`src/rtl/lsu_pkg.sv`:
```
package lsu_pkg;

    // --------------------------------------------------
    // widths
    // --------------------------------------------------
    localparam int XLEN     = 32;
    localparam int ROB_ID_W = 6;

    typedef logic [ROB_ID_W-1:0] rob_id_t;
    typedef logic [XLEN-1:0]     word_t;

    // --------------------------------------------------
    // encodings
    // --------------------------------------------------
    typedef enum logic [2:0] {
        OP_LB  = 3'd0,
        OP_LH  = 3'd1,
        OP_LW  = 3'd2,
        OP_LBU = 3'd3,
        OP_LHU = 3'd4,
        OP_SB  = 3'd5,
        OP_SH  = 3'd6,
        OP_SW  = 3'd7
    } mem_op_e;

    typedef enum logic {
        ISS_IDLE = 1'b0,
        ISS_HELD = 1'b1
    } issue_state_e;

    // --------------------------------------------------
    // bundles
    // --------------------------------------------------
    // one source operand
    typedef struct packed {
        word_t   data;
        rob_id_t tag;
        logic    ready;
    } src_t;

    // src[0] is store data, src[1] is the base address
    typedef struct packed {
        mem_op_e            op;
        logic signed [11:0] imm;
        rob_id_t            rob_id;
        src_t [1:0]         src;
    } dispatch_t;

    typedef struct packed {
        mem_op_e    op;
        word_t      addr;
        word_t      wdata;
        logic [3:0] strb;
        logic [3:0] rmask;
        rob_id_t    rob_id;
    } mem_req_t;

    typedef struct packed {
        logic    valid;
        rob_id_t tag;
        word_t   data;
    } cdb_t;

    typedef struct packed {
        rob_id_t rob_id;
        word_t   data;
        logic    is_store;
    } result_t;

endpackage

```
`src/rtl/iq_entry.sv`:
```
`timescale 1ns/1ns

module iq_entry #(
    parameter int CDB_COUNT = 2
) (
    input  logic                          clk,
    input  logic                          reset_i,
    input  logic                          flush_i,
    input  logic                          init_i,
    input  lsu_pkg::dispatch_t            op_i,
    input  logic                          select_i,
    input  lsu_pkg::cdb_t [CDB_COUNT-1:0] cdb_i,
    output logic                          valid_o,
    output logic                          ready_o,
    output lsu_pkg::dispatch_t            op_o
);
    import lsu_pkg::*;

    dispatch_t op_q;
    dispatch_t op_next;
    logic      valid_q;

    // --------------------------------------------------
    // operand wakeup
    // --------------------------------------------------
    // incoming op is compared too, so a broadcast in the
    // dispatch cycle is not missed
    always_comb begin
        op_next = init_i ? op_i : op_q;
        for (int s = 0; s < 2; s++) begin
            for (int c = 0; c < CDB_COUNT; c++) begin
                if (!op_next.src[s].ready && cdb_i[c].valid &&
                    (cdb_i[c].tag == op_next.src[s].tag)) begin
                    op_next.src[s].data  = cdb_i[c].data;
                    op_next.src[s].ready = 1'b1;
                end
            end
        end
    end

    always_ff @(posedge clk) begin
        op_q <= op_next;
    end

    // --------------------------------------------------
    // occupancy
    // --------------------------------------------------
    // a fresh load wins over a stale select
    always_ff @(posedge clk) begin
        if (reset_i || flush_i) begin
            valid_q <= 1'b0;
        end else if (init_i) begin
            valid_q <= 1'b1;
        end else if (select_i) begin
            valid_q <= 1'b0;
        end
    end

    assign valid_o = valid_q;
    assign ready_o = valid_q && op_q.src[0].ready && op_q.src[1].ready;
    assign op_o    = op_q;

endmodule

```
`src/rtl/iq_ptr_ctrl.sv`:
```
`timescale 1ns/1ns

module iq_ptr_ctrl #(
    parameter int IQ_SIZE = 8
) (
    input  logic                       clk,
    input  logic                       reset_i,
    input  logic                       flush_i,
    input  logic [1:0]                 push_count_i,
    input  logic                       pop_i,
    output logic [$clog2(IQ_SIZE)-1:0] head_o,
    output logic [$clog2(IQ_SIZE)-1:0] tail_o,
    output logic                       entry_ready_o
);
    localparam int PTR_W = $clog2(IQ_SIZE);
    localparam int CNT_W = PTR_W + 1;

    logic [PTR_W-1:0] head_q;
    logic [PTR_W-1:0] tail_q;
    logic [CNT_W-1:0] free_q;
    logic [CNT_W-1:0] free_next;

    // pops free an entry, pushes take one or two
    assign free_next = free_q - CNT_W'(push_count_i) + CNT_W'(pop_i);

    always_ff @(posedge clk) begin
        if (reset_i || flush_i) begin
            head_q        <= '0;
            tail_q        <= '0;
            free_q        <= CNT_W'(IQ_SIZE);
            entry_ready_o <= 1'b1;
        end else begin
            // pointers wrap on their own width
            head_q        <= head_q + PTR_W'(pop_i);
            tail_q        <= tail_q + PTR_W'(push_count_i);
            free_q        <= free_next;
            // room for a full dual dispatch next cycle
            entry_ready_o <= (free_next >= CNT_W'(2));
        end
    end

    assign head_o = head_q;
    assign tail_o = tail_q;

endmodule

```
`src/rtl/lsu_agu.sv`:
```
`timescale 1ns/1ns

module lsu_agu (
    input  logic               clk,
    input  logic               reset_i,
    input  logic               flush_i,
    input  logic               load_i,
    input  lsu_pkg::dispatch_t op_i,
    output lsu_pkg::mem_req_t  req_o
);
    import lsu_pkg::*;

    dispatch_t  op_q;
    word_t      addr;
    logic [3:0] size_mask;
    logic [3:0] lane_mask;
    logic       is_store;

    // issue register
    always_ff @(posedge clk) begin
        if (reset_i || flush_i) begin
            op_q <= '0;
        end else if (load_i) begin
            op_q <= op_i;
        end
    end

    // --------------------------------------------------
    // address and lanes
    // --------------------------------------------------
    always_comb begin
        addr = op_q.src[1].data + {{(XLEN-12){op_q.imm[11]}}, op_q.imm};

        case (op_q.op)
            OP_LB, OP_LBU, OP_SB: size_mask = 4'b0001;
            OP_LH, OP_LHU, OP_SH: size_mask = 4'b0011;
            default:              size_mask = 4'b1111;
        endcase

        is_store  = op_q.op inside {OP_SB, OP_SH, OP_SW};
        lane_mask = size_mask << addr[1:0];

        req_o.op     = op_q.op;
        req_o.addr   = addr;
        // store data moves into its byte lanes
        req_o.wdata  = op_q.src[0].data << {addr[1:0], 3'b000};
        req_o.strb   = is_store ? lane_mask : 4'b0000;
        req_o.rmask  = is_store ? 4'b0000 : lane_mask;
        req_o.rob_id = op_q.rob_id;
    end

endmodule

```
`src/rtl/lsu_dmem.sv`:
```
`timescale 1ns/1ns

module lsu_dmem #(
    parameter int DMEM_WORDS = 64
) (
    input  logic              clk,
    input  logic              reset_i,
    input  logic              flush_i,
    input  logic              req_valid_i,
    input  lsu_pkg::mem_req_t req_i,
    output logic              req_ready_o,
    input  logic              result_ready_i,
    output logic              result_valid_o,
    output lsu_pkg::result_t  result_o
);
    import lsu_pkg::*;

    localparam int IDX_W = $clog2(DMEM_WORDS);

    word_t            mem [DMEM_WORDS];
    logic [IDX_W-1:0] idx;
    logic             accept;
    logic             is_store;
    word_t            lane_word;
    word_t            shifted;
    word_t            load_data;
    logic             resp_valid_q;
    result_t          resp_q;

    // word index wraps over the array
    assign idx         = req_i.addr[IDX_W+1:2];
    assign req_ready_o = !resp_valid_q || result_ready_i;
    assign accept      = req_valid_i && req_ready_o && !flush_i;
    assign is_store    = req_i.op inside {OP_SB, OP_SH, OP_SW};

    // byte-strobe write
    always_ff @(posedge clk) begin
        if (accept) begin
            for (int b = 0; b < 4; b++) begin
                if (req_i.strb[b]) begin
                    mem[idx][8*b +: 8] <= req_i.wdata[8*b +: 8];
                end
            end
        end
    end

    // --------------------------------------------------
    // load extraction
    // --------------------------------------------------
    always_comb begin
        for (int b = 0; b < 4; b++) begin
            lane_word[8*b +: 8] = req_i.rmask[b] ? mem[idx][8*b +: 8] : 8'h00;
        end
        shifted = lane_word >> {req_i.addr[1:0], 3'b000};
        case (req_i.op)
            OP_LB:   load_data = {{24{shifted[7]}}, shifted[7:0]};
            OP_LBU:  load_data = {24'h000000, shifted[7:0]};
            OP_LH:   load_data = {{16{shifted[15]}}, shifted[15:0]};
            OP_LHU:  load_data = {16'h0000, shifted[15:0]};
            default: load_data = shifted;
        endcase
    end

    // --------------------------------------------------
    // response register
    // --------------------------------------------------
    always_ff @(posedge clk) begin
        if (reset_i || flush_i) begin
            resp_valid_q <= 1'b0;
        end else if (accept) begin
            resp_valid_q <= 1'b1;
        end else if (result_ready_i) begin
            resp_valid_q <= 1'b0;
        end
    end

    // stores answer with zero data
    always_ff @(posedge clk) begin
        if (accept) begin
            resp_q.rob_id   <= req_i.rob_id;
            resp_q.data     <= is_store ? '0 : load_data;
            resp_q.is_store <= is_store;
        end
    end

    assign result_valid_o = resp_valid_q;
    assign result_o       = resp_q;

endmodule

```
`src/rtl/lsu_iq_top.sv`:
```
`timescale 1ns/1ns

module lsu_iq_top #(
    parameter int IQ_SIZE    = 8,
    parameter int CDB_COUNT  = 2,
    parameter int DMEM_WORDS = 64
) (
    input  logic                          clk,
    input  logic                          reset_i,
    input  logic                          flush_i,
    input  logic [1:0]                    choose_i,
    input  lsu_pkg::dispatch_t [1:0]      dispatch_i,
    output logic                          entry_ready_o,
    input  lsu_pkg::cdb_t [CDB_COUNT-1:0] cdb_i,
    input  logic                          result_ready_i,
    output logic                          result_valid_o,
    output lsu_pkg::result_t              result_o
);
    import lsu_pkg::*;

    localparam int PTR_W = $clog2(IQ_SIZE);

    logic [PTR_W-1:0]        head;
    logic [PTR_W-1:0]        tail;
    logic [PTR_W-1:0]        tail_next;
    logic [1:0]              push_count;
    logic [IQ_SIZE-1:0]      entry_init;
    logic [IQ_SIZE-1:0]      entry_select;
    logic [IQ_SIZE-1:0]      entry_valid;
    logic [IQ_SIZE-1:0]      entry_ready;
    dispatch_t [IQ_SIZE-1:0] entry_in;
    dispatch_t [IQ_SIZE-1:0] entry_op;
    dispatch_t               head_op;
    logic                    head_ready;
    logic                    pop;
    logic                    req_valid;
    logic                    req_ready;
    mem_req_t                req;

    // --------------------------------------------------
    // dispatch steering
    // --------------------------------------------------
    assign tail_next  = tail + PTR_W'(1);
    assign push_count = entry_ready_o ? ({1'b0, choose_i[0]} + {1'b0, choose_i[1]}) : 2'd0;

    // single op always lands on the tail, a pair fills tail and tail+1
    always_comb begin
        for (int i = 0; i < IQ_SIZE; i++) begin
            entry_init[i] = 1'b0;
            entry_in[i]   = dispatch_i[0];
            if (entry_ready_o && (PTR_W'(i) == tail) && (|choose_i)) begin
                entry_init[i] = 1'b1;
                entry_in[i]   = choose_i[0] ? dispatch_i[0] : dispatch_i[1];
            end else if (entry_ready_o && (PTR_W'(i) == tail_next) && (&choose_i)) begin
                entry_init[i] = 1'b1;
                entry_in[i]   = dispatch_i[1];
            end
        end
    end

    // --------------------------------------------------
    // entry array
    // --------------------------------------------------
    for (genvar i = 0; i < IQ_SIZE; i++) begin : g_entry
        assign entry_select[i] = pop && (PTR_W'(i) == head);

        iq_entry #(
            .CDB_COUNT(CDB_COUNT)
        ) iq_entry_inst (
            .clk      (clk),
            .reset_i  (reset_i),
            .flush_i  (flush_i),
            .init_i   (entry_init[i]),
            .op_i     (entry_in[i]),
            .select_i (entry_select[i]),
            .cdb_i    (cdb_i),
            .valid_o  (entry_valid[i]),
            .ready_o  (entry_ready[i]),
            .op_o     (entry_op[i])
        );
    end

    // in-order issue, only the head is looked at
    assign head_op    = entry_op[head];
    assign head_ready = entry_valid[head] && entry_ready[head];

    iq_ptr_ctrl #(
        .IQ_SIZE(IQ_SIZE)
    ) iq_ptr_ctrl_inst (
        .clk           (clk),
        .reset_i       (reset_i),
        .flush_i       (flush_i),
        .push_count_i  (push_count),
        .pop_i         (pop),
        .head_o        (head),
        .tail_o        (tail),
        .entry_ready_o (entry_ready_o)
    );

    // --------------------------------------------------
    // issue slot and memory
    // --------------------------------------------------
    lsu_issue_fsm lsu_issue_fsm_inst (
        .clk          (clk),
        .reset_i      (reset_i),
        .flush_i      (flush_i),
        .head_ready_i (head_ready),
        .req_ready_i  (req_ready),
        .pop_o        (pop),
        .req_valid_o  (req_valid)
    );

    lsu_agu lsu_agu_inst (
        .clk     (clk),
        .reset_i (reset_i),
        .flush_i (flush_i),
        .load_i  (pop),
        .op_i    (head_op),
        .req_o   (req)
    );

    lsu_dmem #(
        .DMEM_WORDS(DMEM_WORDS)
    ) lsu_dmem_inst (
        .clk            (clk),
        .reset_i        (reset_i),
        .flush_i        (flush_i),
        .req_valid_i    (req_valid),
        .req_i          (req),
        .req_ready_o    (req_ready),
        .result_ready_i (result_ready_i),
        .result_valid_o (result_valid_o),
        .result_o       (result_o)
    );

endmodule

```
`src/rtl/lsu_issue_fsm.sv`:
```
`timescale 1ns/1ns

module lsu_issue_fsm (
    input  logic clk,
    input  logic reset_i,
    input  logic flush_i,
    input  logic head_ready_i,
    input  logic req_ready_i,
    output logic pop_o,
    output logic req_valid_o
);
    import lsu_pkg::*;

    issue_state_e state_q;
    issue_state_e state_next;
    logic         take;

    // slot can take a new op when empty or when the
    // held request leaves this cycle
    assign take  = (state_q == ISS_IDLE) || req_ready_i;
    assign pop_o = take && head_ready_i;

    always_comb begin
        state_next = state_q;
        if (take) begin
            state_next = head_ready_i ? ISS_HELD : ISS_IDLE;
        end
    end

    always_ff @(posedge clk) begin
        if (reset_i || flush_i) begin
            state_q <= ISS_IDLE;
        end else begin
            state_q <= state_next;
        end
    end

    // held means a request sits in the AGU register
    assign req_valid_o = (state_q == ISS_HELD);

endmodule

```
`config.mk`:
```
export PLATFORM = sky130hd
export DESIGN_NAME = lsu_iq_top
export DESIGN_NICKNAME = d
export VERILOG_FILES = /design/src/rtl/lsu_pkg.sv /design/src/rtl/iq_entry.sv /design/src/rtl/iq_ptr_ctrl.sv /design/src/rtl/lsu_agu.sv /design/src/rtl/lsu_dmem.sv /design/src/rtl/lsu_iq_top.sv /design/src/rtl/lsu_issue_fsm.sv
export SDC_FILE = /design/constraint.sdc
export NUM_CORES = 2
export LEC_CHECK = 0
export ABC_AREA = 0
export BUFFER_PORTS_ARGS = -buffer_cell sky130_fd_sc_hd__buf_4
export CAP_MARGIN = 20
export CORE_MARGIN = 10
export CORE_UTILIZATION = 55
export DETAILED_ROUTE_END_ITERATION = 8
export PLACE_DENSITY = 0.72
export SETUP_SLACK_MARGIN = 0.1
export SYNTH_ARGS = -nofsm -noshare
export SYNTH_HDL_FRONTEND = slang
export SYNTH_SLANG_ARGS = --single-unit
```
`constraint.sdc`:
```
create_clock -name clk -period 8.5 [get_ports clk]
set_clock_uncertainty 0.2 [all_clocks]
set_input_delay 0 -clock clk [delete_from_list [all_inputs] [get_ports clk]]
set_output_delay 0 -clock clk [all_outputs]
set_load 0.03 [all_outputs]
```
After elaboration in Yosys (flattened, before gate mapping)
Memories as Yosys holds them, arrays and structs flattened.
Cells that the tools add are included.
Widths: inputs -> output; s select.
{"block": "word_totals", "regBits": 909, "ramBits": 2048, "out_inout_bits": 41, "wordCells": 497, "mem_count": 1}
{"block": "op_classes", "n_addsub": 7, "magnitude_cmp": 2, "n_eq_ne": 59, "shifts": 3, "n_mux": 135, "bitwise_logic": 1, "reduce_logical": 195}
{"name": "lsu_dmem_inst.mem", "words": 64, "width": 32, "rd": 1, "rd_clocked_by_memory_dff": 0, "write_ports": 1, "line_no": "lsu_dmem.sv:20", "source": "word_t mem [DMEM_WORDS];"}
{"op": "$mux 99", "n": 18}
{"op": "$mux 32", "n": 32}
{"op": "$mux 78", "n": 8}
{"op": "$bmux 99 s3", "n": 1}
{"op": "$eq 6x6->1", "n": 32}
{"op": "$pmux 32 s4", "n": 1}
{"op": "$logic_and 1x1->1", "n": 124}
{"op": "$mux 1", "n": 65}
{"op": "$reduce_bool 3->1", "n": 17}
{"op": "$eq 3x3->1 const A", "n": 12}
{"op": "$logic_not 1->1", "n": 34}
{"op": "$mux 8", "n": 4}
{"op": "$shl 32x5->32", "n": 1}
{"op": "$shr 32x5->32", "n": 1}
{"op": "$eq 2x3->1 const A", "n": 6}
{"op": "$reduce_bool 2->1", "n": 9}
{"op": "$eq 3x3->1 const B", "n": 4}
{"op": "$logic_not 3->1", "n": 4}
{"op": "$eq 1x3->1 const A", "n": 3}
{"op": "$add 8x8->8", "n": 1}
{"op": "$mux 4", "n": 2}
{"op": "$pmux 4 s2", "n": 1}
{"op": "$bmux 1 s3", "n": 2}
{"op": "$reduce_or 3->1", "n": 2}
{"op": "other kinds (16)", "n": 18}

Longest topological paths before layout
{"block": "logic_depth", "depth_word": 15, "mapped_depth": 21, "depth_no_buf": 14}

Cells and area by module
A second synthesis with hierarchy kept.
{"block": "hier_totals", "hier_cells": 9877, "hier_area_um2": 143843.0}
{"mod": "lsu_dmem", "n_inst": 1, "cells_per_inst": 4496, "area_per_inst_um2": 78819.3, "seq_area_each_um2": 62690.1}
{"mod": "iq_entry", "n_inst": 8, "cells_per_inst": 418, "area_per_inst_um2": 5400.2, "seq_area_each_um2": 2852.7}
{"mod": "lsu_iq_top", "n_inst": 1, "cells_per_inst": 1310, "area_per_inst_um2": 15672.5, "seq_area_each_um2": 0.0}
{"mod": "lsu_agu", "n_inst": 1, "cells_per_inst": 672, "area_per_inst_um2": 5539.1, "seq_area_each_um2": 1701.6}
{"mod": "iq_ptr_ctrl", "n_inst": 1, "cells_per_inst": 50, "area_per_inst_um2": 553.0, "seq_area_each_um2": 220.2}
{"mod": "lsu_issue_fsm", "n_inst": 1, "cells_per_inst": 5, "area_per_inst_um2": 57.6, "seq_area_each_um2": 20.0}

Worst setup path before layout
OpenSTA, ideal clock, no wires.
{"block": "synth_path", "kind": "register to register", "start": "register lsu_dmem_inst.resp_valid_q, in the netlist lsu_dmem_inst.result_valid_o", "end": "memory lsu_dmem_inst.mem[0][16] (netlist bit) (enable)", "setup_ps": 370, "arrival_ps": 5491, "required_time_ps": 7930, "setup_slack_ps": 2438, "path_stages_with_launch": 7, "n_path_buf": 0, "period_less_slack_ps": 6062, "cell_sequence": "dfxtp_1 > nor2b_1 > nor3b_1 > nand2_1 > nor4_1 > nand2_1 > nor2_1"}
{"block": "synth_via", "elab_chain_cells": 6}
{"item": "start: declaration", "line_no": "lsu_dmem.sv:27", "source": "logic resp_valid_q;"}
{"item": "start signal: assignment", "line_no": "lsu_dmem.sv:69", "source": "resp_valid_q <= 1'b0;"}
{"item": "start signal: assignment", "line_no": "lsu_dmem.sv:71", "source": "resp_valid_q <= 1'b1;"}
{"item": "start signal: assignment", "line_no": "lsu_dmem.sv:73", "source": "resp_valid_q <= 1'b0;"}
{"item": "$logic_not 1->1", "line_no": "lsu_dmem.sv:32", "source": "assign req_ready_o = !resp_valid_q || result_ready_i;"}
{"item": "$logic_or 1x1->1", "line_no": "lsu_dmem.sv:32"}
{"item": "$logic_and 1x1->1 (2 in series)", "line_no": "lsu_dmem.sv:33", "source": "assign accept = req_valid_i && req_ready_o && !flush_i;"}
{"item": "net lsu_dmem_inst.accept", "line_no": "lsu_dmem.sv:22", "source": "logic accept;"}
{"item": "$mux 1", "line_no": "lsu_dmem.sv:38", "source": "if (accept) begin"}
{"item": "$mux 1 (implied by the code)", "line_no": "lsu_dmem.sv:41", "source": "mem[idx][8*b +: 8] <= req_i.wdata[8*b +: 8];"}
{"item": "end: declaration", "line_no": "lsu_dmem.sv:20"}
The timed path passes the listed nets, and every way through them passes these cells.

==> results.toml <==
[yosys]
yosys.area_share.adder = 0.00247
ys_seq_area_frac = 0.664
synth_area_mm2 = 0.121
synthMuxAreaShare = 0.0833
yosys.area_share.simple = 0.0812
synth-compound-area-share = 0.122
synth_top_family_by_area = "compound AO/OA/AOI/OAI gates"
syn_inst = 8988
async_flop_share = 0
synth_edf_count = 2543
syn-num-nets = 9292
yosysWarnings = 0
synth-xor-area-share = 0.0153
syn_area_per_cell_um2 = 13.4
ys_seq_elements = 2733
synthFlopType = "edfxtp_1"
ys_types = 121

[timing]
worst_slack_ps = 1250
rsz0062_at_grt = "no"
maxSlewHeadroom = 0.155
fin_crit_sh = 0.853
worstMarginPinSlew_ps = 1260
slew_violations = 0
period_minus_slack_ps = 7250
timing.fmax_mhz = 138
final.setup.tns_ps = 0
setup_viol = 0
finalHoldWorstSlack_ps = 44.2
finalHoldViolations = 0

[routing]
num_vias = 89300
viasPerCell = 7.05
routedWlPerCell_um = 33.8
first_pass_iters = 7
drt-total-wl_um = 428000
drt_iter0_markers = 14100
drtAntennaViolNets = 0
drc = 0

[finish]
syn2layout_area_growth_pct = 16.4
drive_gt1_frac = 0.160
post-route-cell-area_mm2 = 0.141
layout.cells.non_filler = 12700
fin_nets = 9882

[critical_path]
reg2reg_setup_slack_ps = 1250
critPathKind = "flop to flop"
critPathMaxFanout = 32
rr_startpoint = "iq_ptr_ctrl_inst.tail_o[1]"
startpoint = "iq_ptr_ctrl_inst.tail_o[1]"
r2r_cells = 15
r2r_end = "g_entry[0].iq_entry_inst.op_o[28]"
arrival_ps = 7730
start_kind = "flop"
cp_data_required_time_ps = 8980
endpoint_kind = "flop"

[power]
power_density_mw_per_mm2 = 222
power_frac_comb = 0.113
seqPwrFrac = 0.487
p_leak_nw = 50.9
clkPwrFrac = 0.400
power_switching_w = 0.00755
vdd_drop_max_mv = 0.244
p_int_w = 0.0236
switching_share = 0.242

[floorplan]
initial_utilization = 0.554
die_height_um = 489
ioPinCount = 323
rows = 171
die_area_mm2 = 0.239
chipWidth_um = 489
core-area_mm2 = 0.218

[placed_design]
hpwl_um = 248000
placed_area_mm2 = 0.126
place_congestion = 0.966
place_inst = 11600
portBuffers = 266
dp_worst_setup_slack_ps = 1970

[job]
maxCapViolCount = 0

[min_path]
hold_class = "primary input to flop"
hold_depth = 6
min_to = "g_entry[5].iq_entry_inst.op_o[26]"
min_from = "dispatch_i[125]"

[global_routing]
grtUsageTotal = 0.346
overflow = 0
grt_max_degree = 100
grt_pass1_vias = 86800
grt_pass1_wl_um = 607000
antenna_found_initial = 42

[clock_network]
htreeDepth = 5
clock_latency_ps = 980
cts_resized = 0
clock_path_buffers = 4
cts_num_sinks = 2733
clkTransAtPathRegs_ps = 60
cts_root_buffer = "clkbuf_16"
cts_setup_buffers = 0
cts_buffers = 289
cts_tree = "built"

[status]
outcome = "finished clean"
[cells in the mapped netlist, types with 22 or more instances]
master,count,area share
dfxtp_1,190,0.031
o22ai_1,560,0.029
or4_1,26,0.0016
buf_1,111,0.0035
inv_1,61,0.0019
nor2_1,875,0.027
buf_6,33,0.0031
buf_4,53,0.0033
edfxtp_1,2543,0.63
a221oi_1,36,0.0026
a221o_1,50,0.0041
mux2_2,297,0.028
o31ai_1,30,0.0019
nand4_1,43,0.0022
buf_2,195,0.0081
a31oi_1,57,0.0030
a211oi_1,117,0.0073
o221ai_1,140,0.010
a22oi_1,152,0.0094
xnor2_1,97,0.0070
nor3_1,127,0.0053
mux4_2,134,0.025
o22a_1,22,0.0016
nand3_1,141,0.0058
nor4_1,43,0.0022
a21oi_1,321,0.013
xor2_1,108,0.0078
clkbuf_1,368,0.011
nand2_1,729,0.023
mux2i_1,327,0.027
o211ai_1,94,0.0058
and3_1,59,0.0031
a32o_1,35,0.0029
o21ai_0,374,0.016
o21ai_1,50,0.0021
[worst max path at each step]
stage / endpoint / slack, ps / cells after the start
after floorplan: lsu_dmem_inst.mem[0][16] / 2440 / 6
after global placement: lsu_dmem_inst.result_o[11] / 2060 / 13
after detailed placement: lsu_dmem_inst.result_o[10] / 1970 / 13
after CTS: g_entry[0].iq_entry_inst.op_o[28] / 1480 / 15
after global routing: g_entry[0].iq_entry_inst.op_o[28] / 1120 / 15
final: g_entry[0].iq_entry_inst.op_o[28] / 1250 / 15
[worst max-delay path, cell delays in order (launching register included)]
cell	delay (ps)
dfxtp_1	760
nand2_1	260
inv_1	160
ha_1	240
and3_1	340
nand3_2	710
buf_4	600
o221ai_2	280
dlygate4sd3_1	640
xnor2_1	70
or4_2	740
buf_4	420
mux2i_1	240
dlygate4sd3_1	580
o21ai_1	70
dlygate4sd3_1	600
[flip-flops by register name, indices dropped and copies added (netlist names), 3 cells and up]
| name | flops |
|---|---|
| lsu_dmem_inst.mem | 2048 |
| lsu_agu_inst.op_q | 48 |
| g_entry.iq_entry_inst.op_o | 568 |
| iq_ptr_ctrl_inst.free_q | 4 |
| lsu_agu_inst.req_o | 9 |
| iq_ptr_ctrl_inst.head_o | 3 |
| iq_ptr_ctrl_inst.tail_o | 3 |
| lsu_dmem_inst.result_o | 39 |
| g_entry.iq_entry_inst.valid_o | 8 |
[stage by stage]
stage | util | total power [W]
6_report | 0.645 | 0.0312
4_1_cts | 0.644 | 0.0310
5_1_grt | 0.645 | 0.0318
2_1_floorplan | - | 0.0174
3_3_place_gp | 0.577 | 0.0184
3_5_place_dp | 0.578 | 0.0185
[power by group through the flow]
stage	Sequential [W]	Clock, W	Combinational, W
floorplan	0.0154	0	0.00194
global placement	0.0155	0	0.00299
detailed placement	0.0155	0	0.00307
CTS	0.0152	0.0125	0.00336
global route	0.0152	0.0130	0.00365
finish	0.0152	0.0125	0.00352
[cell usage in the layout (no fill, tap or decap), drive strengths merged, types with 48 or more instances in the layout]
cell         count
nand2          731
inv             67
a211oi         121
nor3           134
o21ai          427
dlygate4sd3    540
dfxtp          190
o221ai         146
nor2           887
xnor2           99
mux2i          330
nand3          153
mux2           327
edfxtp        2543
a31oi           57
a22oi          152
o211ai          96
mux4           134
buf            520
nor4            48
a221o           50
and3            59
clkbuf         371
a21oi          321
clkinv          90
o22ai          561
xor2           109
[per-layer routing]
| metal | GRT usage | vias to the layer above | share of wire | wire [µm] |
|---|---|---|---|---|
| met5 | 0 | - | 0.00073 | 312 |
| met4 | 0.216 | 40 | 0.078 | 33500 |
| met3 | 0.114 | 2120 | 0.15 | 62700 |
| met2 | 0.525 | 7821 | 0.44 | 188000 |
| met1 | 0.431 | 43100 | 0.33 | 143000 |
| li1 | - | 36200 | - | - |
[cell families (layout without fill, tap and decap cells)]
| kind of cell | after synthesis | count (layout) |
|---|---|---|
| AO/OA/AOI/OAI | 2204 | 2204 |
| XOR/XNOR | 208 | 208 |
| adder cells (fa/ha/maj) | 22 | 22 |
| buffers and inverters | 826 | 1620 |
| flip-flops | 2733 | 2733 |
| multiplexers | 791 | 791 |
| other | 0 | 30 |
| AND/OR/NAND/NOR | 2204 | 2204 |
[layout make-up]
| type | instances | area (µm²) |
|---|---|---|
| fill | 15300 | 77200 |
| multi-input combinational | 5429 | 37700 |
| antenna | 30 | 75.1 |
| tap | 2854 | 3570 |
| clock buffer | 370 | 7820 |
| clock inverter | 125 | 1280 |
| inverter | 64 | 240 |
| timing repair buffer | 1061 | 9710 |
| sequential | 2733 | 80200 |
[what timing repair did]
| item | 4_1_cts | 5_1_grt |
|---|---|---|
| hold buffers | 540 | 0 |
| setup endpoints to repair | 0 | 0 |
| hold endpoints to repair | 654 | 0 |
Power figures use the tool's default switching activity.
